`src/hw/ialu_consts.svh`:
```
//--------------------------------------------------------------------------
// Width constants of the integer ALU
// The root engine expects IALU_ROOT_W to be half of IALU_XLEN
// IALU_ROOT_W must divide evenly by IALU_ROOT_STEP
//--------------------------------------------------------------------------

`ifndef IALU_CONSTS_SVH
`define IALU_CONSTS_SVH

//--------------------------------------------------------------------------
// Data path
//--------------------------------------------------------------------------
`define IALU_XLEN       32      // Data word width
`define IALU_SHAMT_W    5       // Shift amount width, log2 of IALU_XLEN

//--------------------------------------------------------------------------
// Square root engine
//--------------------------------------------------------------------------
`define IALU_ROOT_W     16      // Root width
`define IALU_ROOT_STEP  4       // Root bits decided per cycle

// Four steps of four bits cover the whole 16-bit root

`endif

```
`src/hw/ialu_cmd_pkg.sv`:
```
//--------------------------------------------------------------------------
// Command, operation class and root engine state encodings
// SQRT is the only multi-cycle command
//--------------------------------------------------------------------------
`default_nettype none

package ialu_cmd_pkg;

    typedef enum logic [3:0] {
        ADD  = 4'd0,
        SUB  = 4'd1,
        AND  = 4'd2,
        OR   = 4'd3,
        XOR  = 4'd4,
        SLT  = 4'd5,    // Signed less-than
        SLTU = 4'd6,    // Unsigned less-than
        EQ   = 4'd7,
        NE   = 4'd8,
        GE   = 4'd9,    // Signed greater-or-equal
        GEU  = 4'd10,   // Unsigned greater-or-equal
        SLL  = 4'd11,
        SRL  = 4'd12,
        SRA  = 4'd13,
        SQRT = 4'd14    // Unsigned floor square root
    } ialu_cmd_e;

    typedef enum logic [2:0] {
        ARITH = 3'd0,   // Adder result
        LOGIC = 3'd1,
        CMP   = 3'd2,   // Flag based compare
        SHIFT = 3'd3,
        ROOT  = 3'd4    // Iterative root engine
    } ialu_class_e;

    typedef enum logic [1:0] {
        STEP0 = 2'd0,   // Idle, or first four bits
        STEP1 = 2'd1,
        STEP2 = 2'd2,
        STEP3 = 2'd3    // Last four bits, result out
    } ialu_root_state_e;

endpackage : ialu_cmd_pkg

`default_nettype wire

```
`src/hw/ialu_data_pkg.sv`:
```
//--------------------------------------------------------------------------
// Data types shared by the ALU stages
// Widths come from the constants header
//--------------------------------------------------------------------------
`default_nettype none

`include "ialu_consts.svh"

package ialu_data_pkg;

    import ialu_cmd_pkg::*;

    //----------------------------------------------------------------------
    // Plain vectors
    //----------------------------------------------------------------------
    typedef logic [`IALU_XLEN-1:0]    ialu_word_t;      // Operand or result word
    typedef logic [`IALU_SHAMT_W-1:0] ialu_shamt_t;     // Shift amount

    //----------------------------------------------------------------------
    // Adder flags
    //----------------------------------------------------------------------
    typedef struct packed {
        logic zero;         // Low XLEN bits all zero
        logic sign;         // MSB of the result
        logic overflow;     // Signed overflow of op1 - op2
        logic carry;        // Borrow out, unsigned op1 < op2
    } ialu_flags_s;

    //----------------------------------------------------------------------
    // Issue register contents
    //----------------------------------------------------------------------
    typedef struct packed {
        ialu_cmd_e   cmd;
        ialu_class_e op_class;      // Selects the result source
        ialu_word_t  op1;
        ialu_word_t  op2;
        logic        sub;           // Adder subtracts
        logic        shift_right;
        logic        shift_arith;   // Sign fill on right shift
    } ialu_issue_s;

endpackage : ialu_data_pkg

`default_nettype wire

```
`src/hw/ialu_issue.sv`:
```
//--------------------------------------------------------------------------
// Issue stage of the ALU
// Inputs must stay stable until accepted while ialu_rdy is high
// The register holds its contents while the execute stage stalls
//--------------------------------------------------------------------------
`timescale 1ns/100ps
`default_nettype none

module ialu_issue
    import ialu_cmd_pkg::*;
    import ialu_data_pkg::*;
(
    input  logic        clk,
    input  logic        rst_n,
    input  logic        ialu_vd,
    input  ialu_cmd_e   ialu_cmd,
    input  ialu_word_t  ialu_op1,
    input  ialu_word_t  ialu_op2,
    input  logic        exec_stall,
    output logic        ialu_rdy,
    output logic        issue_vd,
    output ialu_issue_s issue
);

    logic        accept;        // Operation taken this cycle
    ialu_issue_s decoded;       // Next issue register contents

    assign ialu_rdy = ~exec_stall;
    assign accept   = ialu_vd & ialu_rdy;

    //----------------------------------------------------------------------
    // Command decode
    //----------------------------------------------------------------------
    always_comb begin
        decoded.cmd         = ialu_cmd;
        decoded.op1         = ialu_op1;
        decoded.op2         = ialu_op2;
        decoded.sub         = (ialu_cmd != ADD);     // Compares subtract too
        decoded.shift_right = (ialu_cmd == SRL) | (ialu_cmd == SRA);
        decoded.shift_arith = (ialu_cmd == SRA);
        case (ialu_cmd)
            ADD, SUB:                   decoded.op_class = ARITH;
            AND, OR, XOR:               decoded.op_class = LOGIC;
            SLT, SLTU, EQ, NE, GE, GEU: decoded.op_class = CMP;
            SLL, SRL, SRA:              decoded.op_class = SHIFT;
            SQRT:                       decoded.op_class = ROOT;
            default:                    decoded.op_class = ARITH;
        endcase
    end

    //----------------------------------------------------------------------
    // Issue register
    //----------------------------------------------------------------------
    always_ff @(posedge clk, negedge rst_n) begin
        if (~rst_n) begin
            issue_vd <= 1'b0;
        end else if (~exec_stall) begin
            issue_vd <= accept;     // Drops when nothing is taken
        end
    end

    always_ff @(posedge clk) begin
        if (accept) begin
            issue <= decoded;
        end
    end

endmodule : ialu_issue

`default_nettype wire

```
`config.mk`:
```
export PLATFORM = sky130hd
export DESIGN_NAME = ialu_issue
export DESIGN_NICKNAME = d
export VERILOG_FILES = /design/src/hw/ialu_cmd_pkg.sv /design/src/hw/ialu_data_pkg.sv /design/src/hw/ialu_issue.sv
export VERILOG_INCLUDE_DIRS = /design/src /design/src/hw
export SDC_FILE = /design/constraint.sdc
export NUM_CORES = 1
export LEC_CHECK = 0
export BUFFER_PORTS_ARGS = -buffer_cell sky130_fd_sc_hd__buf_4
export CAP_MARGIN = 10
export CORE_UTILIZATION = 42
export DETAILED_ROUTE_END_ITERATION = 7
export GPL_TIMING_DRIVEN = 0
export PLACE_DENSITY = 0.79
export SYNTH_ARGS = -nofsm -noshare
export SYNTH_HDL_FRONTEND = slang
export SYNTH_SLANG_ARGS = --single-unit
```
`constraint.sdc`:
```
create_clock -name clk -period 0.83 [get_ports clk]
set_input_delay 0.083 -clock clk [delete_from_list [all_inputs] [get_ports clk]]
set_output_delay 0.083 -clock clk [all_outputs]
set_load 0.02 [all_outputs]
```
==> impl_metrics.py <==
metrics = {
    "outcome": {
        "outcome": "finished, violations left",
        "violations": "negative setup slack",
    },
    "routing": {
        "dr.first_iter.drc_count": 201,
        "vias_per_cell": 4.978,
        "drtAntennaViolNets": 0,
        "wl_um": 9738,
        "drc": 0,
        "wl_per_cell_um": 24.35,
        "dr_total_vias": 1991,
        "dr.pass1.iters": 4,
    },
    "setup_path": {
        "endpoint": "issue[30]",
        "startpoint": "issue[30]",
        "critPathMaxFanout": 1,
        "crit_type": "reg2out",
        "cp_cell_sequence": "buf_6",
        "required_ns": 0.75,
        "critPathMaxStageDelay_ns": 0.44,
        "cp.depth": 1,
        "crit_slowest_cell": "edfxtp_1",
        "crit_arrival_ns": 0.97,
        "crit_family": "flip-flops",
        "reg2reg_slack_ns": -0.01,
        "crit_path_start_kind": "register",
        "cp-end-kind": "primary output",
        "r2r_start": "issue_vd",
        "worstReg2RegEnd": "issue_vd",
        "crit_buf_inv": 1,
        "reg2reg_depth": 2,
    },
    "power": {
        "finalPower_mw": 9.687,
        "p_leak_nw": 2.000,
        "p_per_area_nw_per_um2": 2008,
        "ir_drop_mv": 2.283,
    },
    "die": {
        "io_pins": 148,
        "fp.dieH_um": 76.76,
        "core_um2": 5238,
        "initial_core_util_pct": 44.82,
        "rows": 26,
        "dieWidth_um": 76.76,
        "dieArea_um2": 5891,
    },
    "synthesis": {
        "synthXorXnorAreaFrac_pct": 0,
        "synth_top_area_cell": "edfxtp_1",
        "synth_top_cells_by_area": "edfxtp_1 95%, dfrtp_1 1.1%, nor3b_1 0.64%",
        "synth_edf_count": 74,
        "synth_ff_type": "edfxtp_1",
        "syn_avg_cell_area_um2": 25.51,
        "synth_compound_area_share_pct": 1.013,
        "synth_area_um2": 2347,
        "ys_warn_count": 0,
        "synthArstFlopShare_pct": 1.333,
        "yosys-mux-area-fraction_pct": 0,
        "synth-seq-cells": 75,
        "yosysTopAreaCellShare_pct": 94.67,
        "synth_common_cells": "74 x edfxtp_1, 2 x inv_1, 2 x nand2b_1, 2 x nor2b_1, 2 x nor3b_1",
        "yosys.area_share.simple_pct": 2.932,
        "syn_nets": 164,
        "synth_top_family_by_area": "simple AND/OR/NAND/NOR gates",
        "netlist_instances": 92,
        "yosys.cell_types.count": 15,
        "yosysMostFrequentCell": "edfxtp_1",
        "synth_seq_area_share_pct": 95.74,
        "synthAdderAreaFrac_pct": 0,
    },
    "sta": {
        "setup_viol": 76,
        "finClkSkew_ns": 0,
        "rsz0062_at_grt": "true",
        "setup_tns_ns": -12.52,
        "min_period_ns": 1.055,
        "fin_ws_ns": -0.2255,
        "final_hold_viol_count": 0,
        "relSlewSlack_pct": 60.32,
        "tightest_slew_ns": 0.5926,
        "period_share_pct": 127.2,
        "slew_viol_final": 0,
        "fmax_mhz": 947.4,
        "whs_ns": 0.02401,
    },
    "place": {
        "dpl.hpwl_um": 3888,
        "routabilityCongestion": 0.7355,
        "dp_cells": 311,
        "io_buffers": 147,
    },
    "cells_and_area": {
        "final_net_count": 397,
        "diodes": 0,
        "stdcell_count": 400,
        "drive_above_1_share_pct": 50.61,
        "final_util_pct": 92.09,
        "area_growth_pct": 105.5,
    },
    "cts": {
        "h-tree-depth": 3,
        "cts-buffers-inserted": 9,
        "clock_tree.buffer_depth": 2,
        "clock_latency_ns": 0.36,
        "cts_sinks": 75,
        "cts_tree": "done",
        "cts-root-buf": "clkbuf_8",
        "clkTransAtPathRegs_ns": 0.09,
    },
    "global_route": {
        "grt_max_degree": 30,
        "antenna_found_initial": 0,
        "grt_pass1_vias": 2084,
        "grt-ovfl-total": 0,
        "grt_usage_pct": 29.68,
        "grt_pass1_wl_um": 12100,
    },
    "worst_hold_path": {
        "hold_class": "in2async",
    },
    "flow_run": {
        "drv_cap": 0,
    },
}
## worst min path at each step
stage,to,slack (ns),depth (start not counted)
5_1_grt,issue_vd,0.03,2
2_1_floorplan,issue_vd,-0.21,0
6_report,issue_vd,0.02,2
4_1_cts,issue_vd,0.003,2
3_3_place_gp,issue_vd,-0.14,1
3_5_place_dp,issue_vd,-0.14,1
## registers in the layout (all words and copies together), names as in the netlist
register / cells
issue: 74
issue_vd: 1
## layer usage
layer | GRT usage (%) | vias up | routed length (µm)
met2 | 50.18 | 153 | 5204
met4 | 9.423 | 0 | 157
met1 | 34.40 | 995 | 3399
met5 | 0 | - | 0
met3 | 11.90 | 14 | 976
li1 | - | 829 | -
## area by class of cell
class | count | area, µm²
Sequential cell | 75 | 2247
Timing Repair Buffer | 221 | 2141
Fill cell | 162 | 414.1
Clock buffer | 10 | 127.6
Multi-Input combinational cell | 16 | 108.9
Clock inverter | 6 | 103.9
Tap cell | 70 | 87.58
Inverter | 2 | 7.507
## power breakdown
group / internal, mW / leakage [nW] / switching [mW] / total, mW
registers: 4.45 / 0.705 / 0.150 / 4.60
logic: 0.909 / 1.18 / 0.716 / 1.62
clock network: 1.98 / 0.118 / 1.48 / 3.46
total: 7.34 / 2.00 / 2.35 / 9.69
## what timing repair did
action	in CTS	in global routing
setup buffers	1	1
resized for setup	73	2
endpoints found under the hold margin	69	1
gates cloned	1	0
endpoints found under the setup margin	130	75
hold buffers	69	1
## kinds of logic (layout without fill, tap and decap cells)
kind of cell    Yosys count  after routing
compound gates            4              4
simple gates             11             12
flops                    75             75
buf+inv                   2            239
## cell usage in the layout, fill, tap and decap left out, types with 2 or more instances in the layout
cell / n
dlygate4sd3_1: 70
nand2b_1: 2
nor3b_1: 2
buf_6: 75
edfxtp_1: 74
buf_12: 2
inv_1: 2
buf_4: 74
clkinv_2: 2
clkbuf_8: 9
bufinv_16: 3
## per-stage QoR
step	worst slack [ns]	area, µm²
2_1_floorplan	-0.8159	2355
3_3_place_gp	-1.259	3546
3_5_place_dp	-0.6700	3586
4_1_cts	-0.1626	4798
5_1_grt	-0.2363	4823
6_report	-0.2255	4823
Power figures use the tool's default switching activity.
